### src/rtl/k051960_config.svh
// ==========================================================
// Raster limits, CPU register map, register 0 bit positions
// and the reset release frame count
// ==========================================================
`ifndef K051960_CONFIG_SVH
`define K051960_CONFIG_SVH

// Pixel counter range, 384 pixels per line
`define K051960_H_START 9'h020
`define K051960_H_END 9'h19F

// Line counter range, 264 lines per frame
`define K051960_V_START 9'h0F8
`define K051960_V_END 9'h1FF

// Vblank window, start included and end excluded
`define K051960_VBL_START 9'h1F0
`define K051960_VBL_END 9'h110

// NMI on every line with these low row bits all zero
`define K051960_NMI_BITS 5

// Vblank starts counted before rst is released
`define K051960_RST_FRAMES 8

// Register numbers on ab[2:0]
`define K051960_REG0 3'd0
`define K051960_REG2 3'd2
`define K051960_REG3 3'd3
`define K051960_REG4 3'd4

// Register 0 bits
`define K051960_BIT_IRQ_EN 0
`define K051960_BIT_FIRQ_EN 1
`define K051960_BIT_NMI_EN 2
`define K051960_BIT_ROM_READ 5

`endif

### src/rtl/k051960_pkg.sv
// ==========================================================
// Shared types: raster position and events, CPU bus word,
// register 0 control bits
// ==========================================================
package k051960_pkg;

	// Pixel or line number
	typedef logic [8:0] pos_t;

	// Raster state, one word from the counters
	typedef struct packed {
		pos_t h;
		pos_t v;
		// Pulses for one cycle as h wraps to the line start
		logic line_start;
		// Pulses with line_start when v wraps to the first line
		logic frame_tick;
		logic vblank;
	} raster_t;

	// Synchronous CPU bus on clk_6M
	typedef struct packed {
		logic cs;
		logic wr;
		logic rd;
		logic [10:0] ab;
		logic [7:0] db;
	} cpu_bus_t;

	// Register 0 contents used outside the register file
	typedef struct packed {
		logic rom_read;
		logic irq_en;
		logic firq_en;
		logic nmi_en;
	} ctrl_t;

endpackage

### src/rtl/cpu_regs.sv
// ==========================================================
// CPU register decode and storage, status read,
// ROM readback address and colour outputs
// ==========================================================
`include "k051960_config.svh"

module cpu_regs (
	input  logic                  clk_6M,
	input  logic                  RES_SYNC,
	input  k051960_pkg::cpu_bus_t bus,
	input  logic                  vblank,
	output k051960_pkg::ctrl_t    ctrl,
	output logic [7:0]            db_out,
	output logic [17:0]           ca,
	output logic [7:0]            oc
);
	import k051960_pkg::*;

	ctrl_t reg0;
	logic [7:0] reg2;
	logic [7:0] reg3;
	logic [1:0] reg4;
	logic reg_space;
	logic wr_cyc;
	logic rd_cyc;
	logic reg0_wr;
	logic reg2_wr;
	logic reg3_wr;
	logic reg4_wr;
	logic reg0_rd;

	// Registers live in the lowest 8 addresses
	assign reg_space = bus.cs && (bus.ab[10:3] == 8'h00);
	assign wr_cyc = reg_space && bus.wr;
	assign rd_cyc = reg_space && bus.rd;

	assign reg0_wr = wr_cyc && (bus.ab[2:0] == `K051960_REG0);
	assign reg2_wr = wr_cyc && (bus.ab[2:0] == `K051960_REG2);
	assign reg3_wr = wr_cyc && (bus.ab[2:0] == `K051960_REG3);
	assign reg4_wr = wr_cyc && (bus.ab[2:0] == `K051960_REG4);
	assign reg0_rd = rd_cyc && (bus.ab[2:0] == `K051960_REG0);

	// Register 0, interrupt enables and ROM readback mode
	always_ff @(posedge clk_6M or negedge RES_SYNC) begin
		if (!RES_SYNC) begin
			reg0 <= '0;
		end else if (reg0_wr) begin
			reg0.rom_read <= bus.db[`K051960_BIT_ROM_READ];
			reg0.irq_en <= bus.db[`K051960_BIT_IRQ_EN];
			reg0.firq_en <= bus.db[`K051960_BIT_FIRQ_EN];
			reg0.nmi_en <= bus.db[`K051960_BIT_NMI_EN];
		end
	end

	// ROM bank and colour registers
	always_ff @(posedge clk_6M) begin
		if (reg2_wr) begin
			reg2 <= bus.db;
		end
		if (reg3_wr) begin
			reg3 <= bus.db;
		end
		if (reg4_wr) begin
			reg4 <= bus.db[1:0];
		end
	end

	assign ctrl = reg0;

	// Status read, bit 0 is high outside vblank
	always_comb begin
		db_out = 8'h00;
		if (reg0_rd) begin
			db_out[0] = !vblank;
		end
	end

	// ROM readback, low address bits come straight from the CPU
	always_comb begin
		if (reg0.rom_read) begin
			ca = {reg3[1:0], reg2, bus.ab[9:2]};
			oc = {reg4, reg3[7:2]};
		end else begin
			ca = 18'h00000;
			oc = 8'h00;
		end
	end

endmodule

### src/rtl/irq_ctrl.sv
// ==========================================================
// IRQ, FIRQ and NMI flags with register enables,
// system reset release after a number of frames
// ==========================================================
`include "k051960_config.svh"

module irq_ctrl (
	input  logic                 clk_6M,
	input  logic                 RES_SYNC,
	input  k051960_pkg::raster_t raster,
	input  k051960_pkg::ctrl_t   ctrl,
	output logic                 irq,
	output logic                 firq,
	output logic                 nmi,
	output logic                 rst
);
	import k051960_pkg::*;

	pos_t row;
	logic vblank_q;
	logic vbl_rise;
	logic firq_evt;
	logic nmi_evt;
	logic [2:0] flag_en;
	logic [2:0] flag_evt;
	logic [2:0] flag_q;
	logic [2:0] frame_cnt;
	logic rst_q;

	// Line number already advanced when line_start is high
	assign row = raster.v;

	// Starts high since the frame leaves reset inside vblank
	always_ff @(posedge clk_6M or negedge RES_SYNC) begin
		if (!RES_SYNC) begin
			vblank_q <= 1'b1;
		end else begin
			vblank_q <= raster.vblank;
		end
	end

	assign vbl_rise = raster.vblank && !vblank_q;
	assign firq_evt = raster.line_start && row[0];
	assign nmi_evt = raster.line_start && (row[`K051960_NMI_BITS-1:0] == '0);

	// Bit order irq, firq, nmi from bit 0
	assign flag_en = {ctrl.nmi_en, ctrl.firq_en, ctrl.irq_en};
	assign flag_evt = {nmi_evt, firq_evt, vbl_rise};

	// Flags hold until the CPU drops the enable
	always_ff @(posedge clk_6M or negedge RES_SYNC) begin
		if (!RES_SYNC) begin
			flag_q <= 3'b000;
		end else begin
			for (int i = 0; i < 3; i++) begin
				if (!flag_en[i]) begin
					flag_q[i] <= 1'b0;
				end else if (flag_evt[i]) begin
					flag_q[i] <= 1'b1;
				end
			end
		end
	end

	// Enable masks the output in the write cycle itself
	assign {nmi, firq, irq} = flag_q & flag_en;

	// Count vblank starts, release on the last one
	always_ff @(posedge clk_6M or negedge RES_SYNC) begin
		if (!RES_SYNC) begin
			frame_cnt <= 3'd0;
			rst_q <= 1'b0;
		end else if (vbl_rise && !rst_q) begin
			if (frame_cnt == 3'(`K051960_RST_FRAMES - 1)) begin
				rst_q <= 1'b1;
			end else begin
				frame_cnt <= frame_cnt + 3'd1;
			end
		end
	end

	assign rst = rst_q;

endmodule

### src/rtl/k051960.sv
// ==========================================================
// Sprite generator frame control top level
// ==========================================================
module k051960 (
	input  logic                  clk_6M,
	input  logic                  RES_SYNC,
	input  logic                  hvin,
	input  k051960_pkg::cpu_bus_t bus,
	output logic [7:0]            db_out,
	output logic [17:0]           ca,
	output logic [7:0]            oc,
	output logic                  irq,
	output logic                  firq,
	output logic                  nmi,
	output logic                  rst,
	output logic                  hvot,
	output logic                  p1h,
	output logic                  p2h
);
	import k051960_pkg::*;

	raster_t raster;
	ctrl_t ctrl;

	raster_counter raster0 (
		.clk_6M   (clk_6M),
		.RES_SYNC (RES_SYNC),
		.hvin     (hvin),
		.raster   (raster)
	);

	cpu_regs regs0 (
		.clk_6M   (clk_6M),
		.RES_SYNC (RES_SYNC),
		.bus      (bus),
		.vblank   (raster.vblank),
		.ctrl     (ctrl),
		.db_out   (db_out),
		.ca       (ca),
		.oc       (oc)
	);

	irq_ctrl irq0 (
		.clk_6M   (clk_6M),
		.RES_SYNC (RES_SYNC),
		.raster   (raster),
		.ctrl     (ctrl),
		.irq      (irq),
		.firq     (firq),
		.nmi      (nmi),
		.rst      (rst)
	);

	// Pixel phases for the companion chip
	assign p1h = raster.h[0];
	assign p2h = raster.h[1];

	// Frame sync out
	assign hvot = raster.frame_tick;

endmodule

### src/rtl/raster_counter.sv
// ==========================================================
// Pixel and line counters, hvin frame reload, vblank window
// ==========================================================
`include "k051960_config.svh"

module raster_counter (
	input  logic                 clk_6M,
	input  logic                 RES_SYNC,
	input  logic                 hvin,
	output k051960_pkg::raster_t raster
);
	import k051960_pkg::*;

	pos_t h_cnt;
	pos_t v_cnt;
	logic [1:0] hvin_sync;
	logic reload;
	logic line_end;
	logic frame_end;
	logic line_start;
	logic frame_tick;
	logic vblank;

	// External frame sync, two flops
	always_ff @(posedge clk_6M or negedge RES_SYNC) begin
		if (!RES_SYNC) begin
			hvin_sync <= 2'b00;
		end else begin
			hvin_sync <= {hvin_sync[0], hvin};
		end
	end

	assign reload = hvin_sync[1];

	assign line_end = (h_cnt == `K051960_H_END);
	assign frame_end = (v_cnt == `K051960_V_END);

	// Pixel counter
	always_ff @(posedge clk_6M or negedge RES_SYNC) begin
		if (!RES_SYNC) begin
			h_cnt <= `K051960_H_START;
		end else if (line_end) begin
			h_cnt <= `K051960_H_START;
		end else begin
			h_cnt <= h_cnt + 9'd1;
		end
	end

	// Line counter, steps once per line
	always_ff @(posedge clk_6M or negedge RES_SYNC) begin
		if (!RES_SYNC) begin
			v_cnt <= `K051960_V_START;
		end else if (line_end) begin
			// hvin held high pins the frame to its first line
			if (reload || frame_end) begin
				v_cnt <= `K051960_V_START;
			end else begin
				v_cnt <= v_cnt + 9'd1;
			end
		end
	end

	// Events line up with the new h and v values
	always_ff @(posedge clk_6M or negedge RES_SYNC) begin
		if (!RES_SYNC) begin
			line_start <= 1'b0;
			frame_tick <= 1'b0;
		end else begin
			line_start <= line_end;
			frame_tick <= line_end && frame_end;
		end
	end

	// Vblank window wraps through the end of the count
	assign vblank = (v_cnt >= `K051960_VBL_START) || (v_cnt < `K051960_VBL_END);

	always_comb begin
		raster.h = h_cnt;
		raster.v = v_cnt;
		raster.line_start = line_start;
		raster.frame_tick = frame_tick;
		raster.vblank = vblank;
	end

endmodule

### config.mk
export PLATFORM = sky130hd
export DESIGN_NAME = k051960
export DESIGN_NICKNAME = d
export VERILOG_FILES = /design/src/rtl/k051960_pkg.sv /design/src/rtl/cpu_regs.sv /design/src/rtl/irq_ctrl.sv /design/src/rtl/k051960.sv /design/src/rtl/raster_counter.sv
export VERILOG_INCLUDE_DIRS = /design/src /design/src/rtl
export SDC_FILE = /design/constraint.sdc
export NUM_CORES = 1
export LEC_CHECK = 0
export ABC_AREA = 1
export BUFFER_PORTS_ARGS = -buffer_cell sky130_fd_sc_hd__buf_2
export CORE_MARGIN = 2
export CORE_UTILIZATION = 57
export DETAILED_ROUTE_END_ITERATION = 8
export GPL_ROUTABILITY_DRIVEN = 0
export GPL_TIMING_DRIVEN = 0
export PLACE_DENSITY = 0.86
export SYNTH_ARGS = -nofsm -noshare
export SYNTH_HDL_FRONTEND = slang
export SYNTH_HIERARCHICAL = 1
export SYNTH_SLANG_ARGS = --single-unit
export TNS_END_PERCENT = 100
### constraint.sdc
create_clock -name clk_6M -period 4.25 [get_ports clk_6M]
set_input_delay 0.6375 -clock clk_6M [delete_from_list [all_inputs] [get_ports clk_6M]]
set_output_delay 0.6375 -clock clk_6M [all_outputs]
set_load 0.005 [all_outputs]
-- Word-level counts from Yosys, hierarchy flattened
Index checks and enable logic that the tools add are counted.
- register bits: 52
- latch bits: 0
- memory bits (writable): 0
- memory bits (read-only): 0
- input bits: 25
- output and inout bits: 41
- word-level logic and storage cells: 68
- memories kept: 0
- add/subtract/negate cells: 3
- multiply operators: 0
- div/mod/pow operators: 0
- order comparisons: 2
- eq/ne operators: 9
- shift-type cells: 0
- muxes and demuxes: 11
- bitwise gates (word level): 2
- reductions and logical operators: 23
- operator list (cell ; count):
    $add A9 B1 Y9 const B ; 2
    $eq A9 B9 Y1 const B ; 2
    $mux W18 ; 1
    $mux W9 ; 2
    $logic_and A1 B1 Y1 ; 13
    $ge A9 B9 Y1 const B ; 1
    $lt A9 B9 Y1 const B ; 1
    $logic_not A8 Y1 ; 1
    $mux W8 ; 1
    $mux W1 ; 7
    $eq A3 B2 Y1 const B ; 2
    $eq A3 B3 Y1 const B ; 2
    $ne A2 B1 Y1 const B ; 3
    $logic_not A5 Y1 ; 1
    $reduce_and A2 Y1 ; 2
    $add A3 B1 Y3 const B ; 1
    $and A3 B3 Y3 ; 1
    $logic_not A1 Y1 ; 3
    $logic_not A3 Y1 ; 1
    $logic_or A1 B1 Y1 ; 2
    $not A1 Y1 ; 1

-- Longest topological paths before layout
Gate-level depths: netlist of the first run.
- word-level depth: 5
- depth in mapped cells: 9
- gate-level depth less buffers: 9

-- Hierarchy
Netlist of the first run, hierarchy kept.
- modules (own cells, without submodules) (module ; times used ; cells each ; area an instance (µm²)):
    raster_counter ; 1 ; 136 ; 1118.6
    cpu_regs ; 1 ; 121 ; 1102.3
    irq_ctrl ; 1 ; 40 ; 370.4

-- Worst setup path after synthesis of the first run
No wires, ideal clock.
- path type: input port to flip-flop
- start: input bus[15] in the netlist's numbering
- end: register regs0.reg3[0] (enable)
- arrival time: 1.477 ns
- data required time: 3.880 ns
- path slack: 2.403 ns
- stages: 5
- buffers on the path: 0
- cells stage by stage: nor2_1 > nand3_2 > nor2_4 > nand2_2 > nor2_1
- longest elaborated chain between the ends: 4
- RTL lines (element ; line ; RTL):
    start, declared ; k051960.sv:8 ; input k051960_pkg::cpu_bus_t bus,
    $logic_not A8 Y1 ; cpu_regs.sv:33 ; assign reg_space = bus.cs && (bus.ab[10:3] == 8'h00);
    $logic_and A1 B1 Y1 ; cpu_regs.sv:33 ;
    $logic_and A1 B1 Y1 ; cpu_regs.sv:34 ; assign wr_cyc = reg_space && bus.wr;
    $logic_and A1 B1 Y1 ; cpu_regs.sv:39 ; assign reg3_wr = wr_cyc && (bus.ab[2:0] == `K051960_REG3);
    named net regs0.reg3_wr ; cpu_regs.sv:28 ; logic reg3_wr;
    end signal, assigned ; cpu_regs.sv:61 ; reg3 <= bus.db;
    end, declared ; cpu_regs.sv:21 ; logic [7:0] reg3;
The timed path passes the listed nets, and every way through them passes these cells.
A chain may end at the register's enable or synchronous reset.

-- Worst setup path after layout of the first run
- start: register raster0.v_cnt[4]
- end: output db_out[0]
- longest elaborated chain between the ends: 4
- RTL lines (element ; line ; RTL):
    start, declared ; raster_counter.sv:15 ; pos_t v_cnt;
    start signal, assigned ; raster_counter.sv:52 ; v_cnt <= `K051960_V_START;
    start signal, assigned ; raster_counter.sv:56 ; v_cnt <= `K051960_V_START;
    start signal, assigned ; raster_counter.sv:58 ; v_cnt <= v_cnt + 9'd1;
    $ge A9 B9 Y1 (no source line) or $lt A9 B9 Y1 (tied branches) ; n/a ;
    $logic_or A1 B1 Y1 * ; raster_counter.sv:75 ; assign vblank = (v_cnt >= `K051960_VBL_START) || (v_cnt < `K051960_VBL_END);
    named net raster0.vblank ; raster_counter.sv:22 ; logic vblank;
    $logic_not A1 Y1 * ; cpu_regs.sv:74 ; db_out[0] = !vblank;
    $mux W1 * ; cpu_regs.sv:73 ; if (reg0_rd) begin
    end, declared ; k051960.sv:9 ; output logic [7:0] db_out,
The timed path passes the listed nets; every way through them passes the cells marked *.

==> metrics.csv, run 1 <==
stage,metric,value,unit
clocking,clk_pin_slew_worst_paths,90,ps
placed_design,portBuffers,58,
flow_run,maxCapViolCount,0,
global_route,grt_pass1_wl,8690,um
cells_and_area,syn_to_final_growth,20.7,%
global_route,antenna_found_initial,0,
power_and_ir_drop,power_per_cell_area,323,nW/um^2
clocking,cts_setup_buffers,0,
floorplanning,io_pins,66,
cells_and_area,layout_common_cells,"nand2_1, buf_2, inv_1",
synthesis,synth_top_area_cell,dfrtp_1,
floorplanning,start_util,59.5,%
clocking,h-tree-depth,2,
timing,whs,358,ps
critical_path,r2r_cells,8,
floorplanning,num_rows,24,
critical_path,crit_start,raster0/v_cnt[4],
critical_path,critPathArrivalTime,1720,ps
clocking,cts_resized,0,
global_route,grt_usage,21.6,%
synthesis,avgSynthCellArea,8.72,um^2
clocking,clock_sinks,52,
synthesis,ys_top_cells_by_area,"dfrtp_1, edfxtp_1, nand2_1, inv_1, dfstp_2",
route,drtIter0Drc,177,
synthesis,syn_inst,297,
timing,rsz0062_at_grt,no,
route,first_pass_iters,4,
timing,fmax,424,MHz
timing,setup_viol,0,
critical_path,r2r_end,raster0/v_cnt[6],
critical_path,startpoint_type,register,
clocking,root_buffer,clkbuf_8,
critical_path,worst-path-stages,7,
route,via_count,2092,
global_route,grt_pass1_vias,2016,
cells_and_area,drive_gt1_share,28.2,%
critical_path,critPathTopFamily,flip-flops,
timing,tns,0,ps
floorplanning,die_h,71.4,um
clocking,cts_tree,built,
critical_path,cp_slowest_cell,dfstp_2,
timing,worstMarginPinSlew,727,ps
critical_path,crit_buf_inv,3,
route,ant_nets,0,
clocking,clk_latency,300,ps
floorplanning,die_area,5100,um^2
critical_path,slowest_delay,590,ps
global_route,grt_max_degree,35,
route,wl_per_cell,12.2,um
critical_path,worstSetupPathType,register to output pin,
clocking,cts_buffers,5,
route,drt_wl_total,5140,um
timing,fin_skew,7.83,ps
outcome,outcome,"complete, no violations",
clocking,holdBufCountCts,0,
critical_path,crit_chain,inv_1 > nand4_1 > nand3_1 > buf_4 > nand3b_1 > nor3_1 > buf_2,
synthesis,synth_area,2590,um^2
synthesis,ys_ff_latch,52,
placed_design,hpwlAfterDp,3930,um
critical_path,crit_required,3610,ps
cells_and_area,nNetsFinal,398,
global_route,overflow,0,
critical_path,crit_end,db_out[0],
floorplanning,coreArea,4350,um^2
cells_and_area,diodes,0,
synthesis,synth_top_cell_area_share,26.1,%
power_and_ir_drop,p_leak,1.87,nW
floorplanning,die_x,71.4,um
timing,min_period,2360,ps
route,via_per_inst,4.97,
critical_path,r2r_start,raster0/v_cnt[0],
critical_path,rrSetupSlack,2430,ps
cells_and_area,final_common_cell,nand2_1,
timing,hold_viol,0,
route,drc,0,
critical_path,cp-end-kind,output pin,
synthesis,yosysSeqAreaShare,54.0,%
critical_path,crit_path_max_fanout,6,
timing,max-slew-margin-rel,51.5,%
worst_hold_path,hold_path.class,register to register,
timing,drv_slew,0,
synthesis,ys_types,30,
timing,period_share,55.5,%
power_and_ir_drop,vdd_drop_max,0.238,mV
clocking,clk_path_buf_depth,2,
synthesis,synth-warning-count,6,
[routing by layer]
metal | share of wire (%) | GRT usage, % | wire length [um] | vias to the layer above
li1 | - | - | - | 1046
met1 | 41 | 26.5 | 2090 | 960
met2 | 50 | 38.2 | 2590 | 80
met3 | 8.0 | 4.92 | 410 | 6
met4 | 1.1 | 6.71 | 55 | 0
met5 | 0 | 0 | 0 | -
[per-stage QoR]
stage | power (W) | cell area, um^2 | utilization, % | std cells | worst slack (ps)
after CTS | 0.00102 | 3130 | 71.8 | 421 | 1890
after detailed placement | 0.000567 | 2970 | 68.2 | 413 | 2000
after floorplan | 0.000543 | 2610 | - | 303 | 2400
after global placement | 0.000567 | 2970 | 68.2 | 413 | 2080
final | 0.00101 | 3130 | 71.8 | 421 | 1890
after global routing | 0.00104 | 3130 | 71.8 | 421 | 1780
[synth_stat cells]
library cell  number
nor3_4             1
a21oi_1            3
nand2_4            1
o21ai_0            4
buf_4             10
nand4_1            7
nor3_2             1
nand2_1           86
nand4_2            2
nor3_1             1
edfxtp_1          18
dfrtp_1           27
nand3_1           23
buf_2              3
nand3_2            1
buf_6              1
or2_2              1
a21o_1             1
nor2_4             5
nand2_2            3
xor2_1             2
nor2_1            27
o21ai_1            1
nand3b_1           2
dfstp_2            7
ha_1               5
inv_2              1
inv_1             51
nor2_2             1
conb_1             1
[worst min path at each step]
stage	from	endpoint	depth (start not counted)
after global routing	raster0/hvin_sync[0]	raster0/hvin_sync[1]	0
after floorplan	raster0/hvin_sync[0]	raster0/hvin_sync[1]	0
after global placement	raster0/hvin_sync[0]	raster0/hvin_sync[1]	0
after CTS	raster0/hvin_sync[0]	raster0/hvin_sync[1]	0
after detailed placement	raster0/hvin_sync[0]	raster0/hvin_sync[1]	0
final	raster0/hvin_sync[0]	raster0/hvin_sync[1]	0
[final cells by class]
| class | instances | area, um^2 |
|---|---|---|
| sequential | 52 | 1400 |
| fill | 336 | 1230 |
| multi-input combinational | 185 | 917 |
| timing repair buffer | 58 | 290 |
| inverter | 52 | 195 |
| buffer | 14 | 101 |
| clock inverter | 3 | 90.1 |
| clock buffer | 5 | 68.8 |
| tap | 52 | 65.1 |
[sequential cells by signal (all words and copies together) (netlist names)]
register	count
regs0/ctrl	4
irq0/rst	1
regs0/reg4	2
raster0/h_cnt	9
regs0/reg3	8
irq0/frame_cnt	3
raster0/line_start	1
irq0/vblank_q	1
raster0/v_cnt	9
raster0/hvin_sync	2
raster0/frame_tick	1
irq0/flag_q	3
regs0/reg2	8
[report_power, final]
part	total (W)	internal, W	switching [W]
Sequential	0.000520	0.000520	0.000000318
Clock	0.000455	0.000294	0.000160
Combinational	0.0000369	0.0000147	0.0000223
[cells by family (layout without fill, tap and decap cells)]
kind of cell | Yosys count | after routing | share of synthesized area [%]
other | 1 | 7 | 0.145
AND/OR/NAND/NOR | 162 | 162 | 29.5
flip-flops | 52 | 52 | 54.0
AO/OA/AOI/OAI | 9 | 9 | 1.83
XOR/XNOR | 2 | 2 | 0.676
adder cells (fa/ha/maj) | 5 | 5 | 2.41
buffers and inverters | 66 | 132 | 11.4
No activity file was read; power rests on OpenSTA's default activity.
==> inputs of run 2 (changes only) <==
CORE_UTILIZATION = 53   (was 57)
PLACE_DENSITY = 0.81   (was 0.86)
clock period = 2.4 ns   (was 4.25 ns; I/O delays follow)
==> metrics.csv, run 2 (synthesized netlist as in run 1, its figures left out) <==
stage,metric,value,unit
floorplanning,die_x,73.9,um
timing,max-slew-margin-rel,51.1,%
clocking,h-tree-depth,2,
power_and_ir_drop,power_per_cell_area,486,nW/um^2
cells_and_area,final_common_cell,nand2_1,
timing,setup_viol,0,
placed_design,hpwlAfterDp,3630,um
cells_and_area,diodes,0,
cells_and_area,regArea,1400,um^2
critical_path,r2r_cells,9,
clocking,clk_path_buf_depth,2,
timing,hold_viol,0,
route,dr.max_layer_used,met4,
clocking,clk_latency,310,ps
timing,fmax,479,MHz
outcome,outcome,"complete, no violations",
flow_run,maxCapViolCount,0,
critical_path,worstSetupPathType,register to output pin,
timing,tns,0,ps
floorplanning,io_pins,66,
power_and_ir_drop,vdd_drop_max,0.297,mV
power_and_ir_drop,p_comb_share,4.4,%
critical_path,cp-end-kind,output pin,
floorplanning,start_util,54.9,%
critical_path,critPathArrivalTime,1730,ps
timing,rsz0062_at_grt,no,
cells_and_area,syn_to_final_growth,19.0,%
global_route,grt_usage,18.1,%
power_and_ir_drop,swShare,22.6,%
critical_path,startpoint_type,register,
route,drtIter0Drc,122,
power_and_ir_drop,intPower,0.00116,W
critical_path,crit_required,2040,ps
floorplanning,die_h,73.9,um
cells_and_area,drive_gt1_share,28.2,%
timing,drv_slew,0,
power_and_ir_drop,switchingPower,0.000338,W
route,via_count,2049,
cells_and_area,final_cells,436,
cells_and_area,top_regs,"raster0/h_cnt: 9 flops, raster0/v_cnt: 9 flops",
clocking,clock_sinks,52,
route,drt_wl_total,4720,um
timing,fin_skew,6.73,ps
route,via_per_inst,4.70,
global_route,grt_pass1_vias,1829,
clocking,clk_pin_slew_worst_paths,90,ps
cells_and_area,layout_common_cells,"nand2_1, buf_2, inv_1",
global_route,grt_pass1_wl,7500,um
cells_and_area,nNetsFinal,398,
floorplanning,die_area,5460,um^2
floorplanning,num_rows,25,
route,wl_met3,326,um
global_route,overflow,0,
placed_design,portBuffers,58,
clocking,holdBufCountCts,0,
timing,whs,106,ps
route,ant_nets,0,
critical_path,rrSetupSlack,560,ps
route,first_pass_iters,4,
route,wl_met2,2320,um
clocking,root_buffer,clkbuf_8,
floorplanning,coreArea,4720,um^2
cells_and_area,multiInputGateArea,917,um^2
timing,worstMarginPinSlew,734,ps
cells_and_area,n_fill_cell,373,
route,drc,0,
route,route.layer.met1.wl,2020,um
power_and_ir_drop,p_leak,1.83,nW
clocking,cts_setup_buffers,0,
worst_hold_path,hold_path.class,input port to async pin,
critical_path,crit_end,db_out[0],
clocking,cts_tree,built,
power_and_ir_drop,p_seq_share,61.4,%
critical_path,crit_start,raster0/v_cnt[4],
route,wl_per_cell,10.8,um
critical_path,r2r_start,raster0/v_cnt[0],
critical_path,crit_path_max_fanout,6,
global_route,antenna_found_initial,0,
timing,period_share,87.0,%
clocking,cts_buffers,5,
power_and_ir_drop,power_frac_clock,34.1,%
clocking,cts_resized,0,
critical_path,r2r_end,raster0/v_cnt[1],
timing,min_period,2090,ps
global_route,grt_max_degree,35,
placed_design,dp.cells,428,
run 2: cell types whose count changed in the layout (fill, tap and decap cells not counted):
cell,previous run,this run
bufinv_16,3,0
clkinv_4,0,1
clkinvlp_4,0,1
inv_8,0,1
run 2: how the worst min path moves through the flow:
| stage | start | cells past startpoint | endpoint |
|---|---|---|---|
| after global placement | raster0/hvin_sync[0] | 0 | raster0/hvin_sync[1] |
| after global routing | hvin | 1 | raster0/hvin_sync[0] |
| final | RES_SYNC | 1 | raster0/hvin_sync[0] |
| after floorplan | RES_SYNC | 0 | irq0/flag_q[0] |
| after detailed placement | raster0/hvin_sync[0] | 0 | raster0/hvin_sync[1] |
| after CTS | RES_SYNC | 1 | irq0/flag_q[2] |
run 2: power groups by stage:
stage / sequential, W / clock (W) / combinational [W]
after floorplan: 0.000939 / 0 / 0.0000228
after global placement: 0.000939 / 0 / 0.0000648
after detailed placement: 0.000939 / 0 / 0.0000667
after CTS: 0.000921 / 0.000534 / 0.0000669
after global routing: 0.000921 / 0.000565 / 0.0000750
final: 0.000921 / 0.000512 / 0.0000661
run 2: stage by stage:
| step | utilization [%] | cell area (um^2) | worst slack, ps | total power, W |
|---|---|---|---|---|
| finish | 65.3 | 3080 | 311 | 0.00150 |
| global route | 65.3 | 3080 | 135 | 0.00156 |
| detailed placement | 63.3 | 2990 | 447 | 0.00101 |
| CTS | 65.3 | 3080 | 283 | 0.00152 |
| floorplan | - | 2610 | 831 | 0.000962 |
| global placement | 63.3 | 2990 | 514 | 0.00100 |
run 2: routing by layer:
metal  GRT usage [%]  vias to the layer above
met5               0                        -
met4            7.27                        0
met3            5.21                        6
li1                -                     1051
met1            20.0                      920
met2            32.5                       72
run 2: worst max-delay path, stage by stage (launching register included):
cell and delay [ps]:
dfstp_2 590, inv_1 80, nand4_1 80, nand3_1 90, buf_4 150, nand3b_1 160, nor3_1 140, buf_2 140
run 2: cell type report:
type	count	area share (%)
sequential	52	45.4
multi-input combinational	185	29.7
timing repair buffer	58	9.41
inverter	52	6.33
buffer	14	3.29
tap	67	2.72
clock buffer	5	2.23
clock inverter	3	0.892
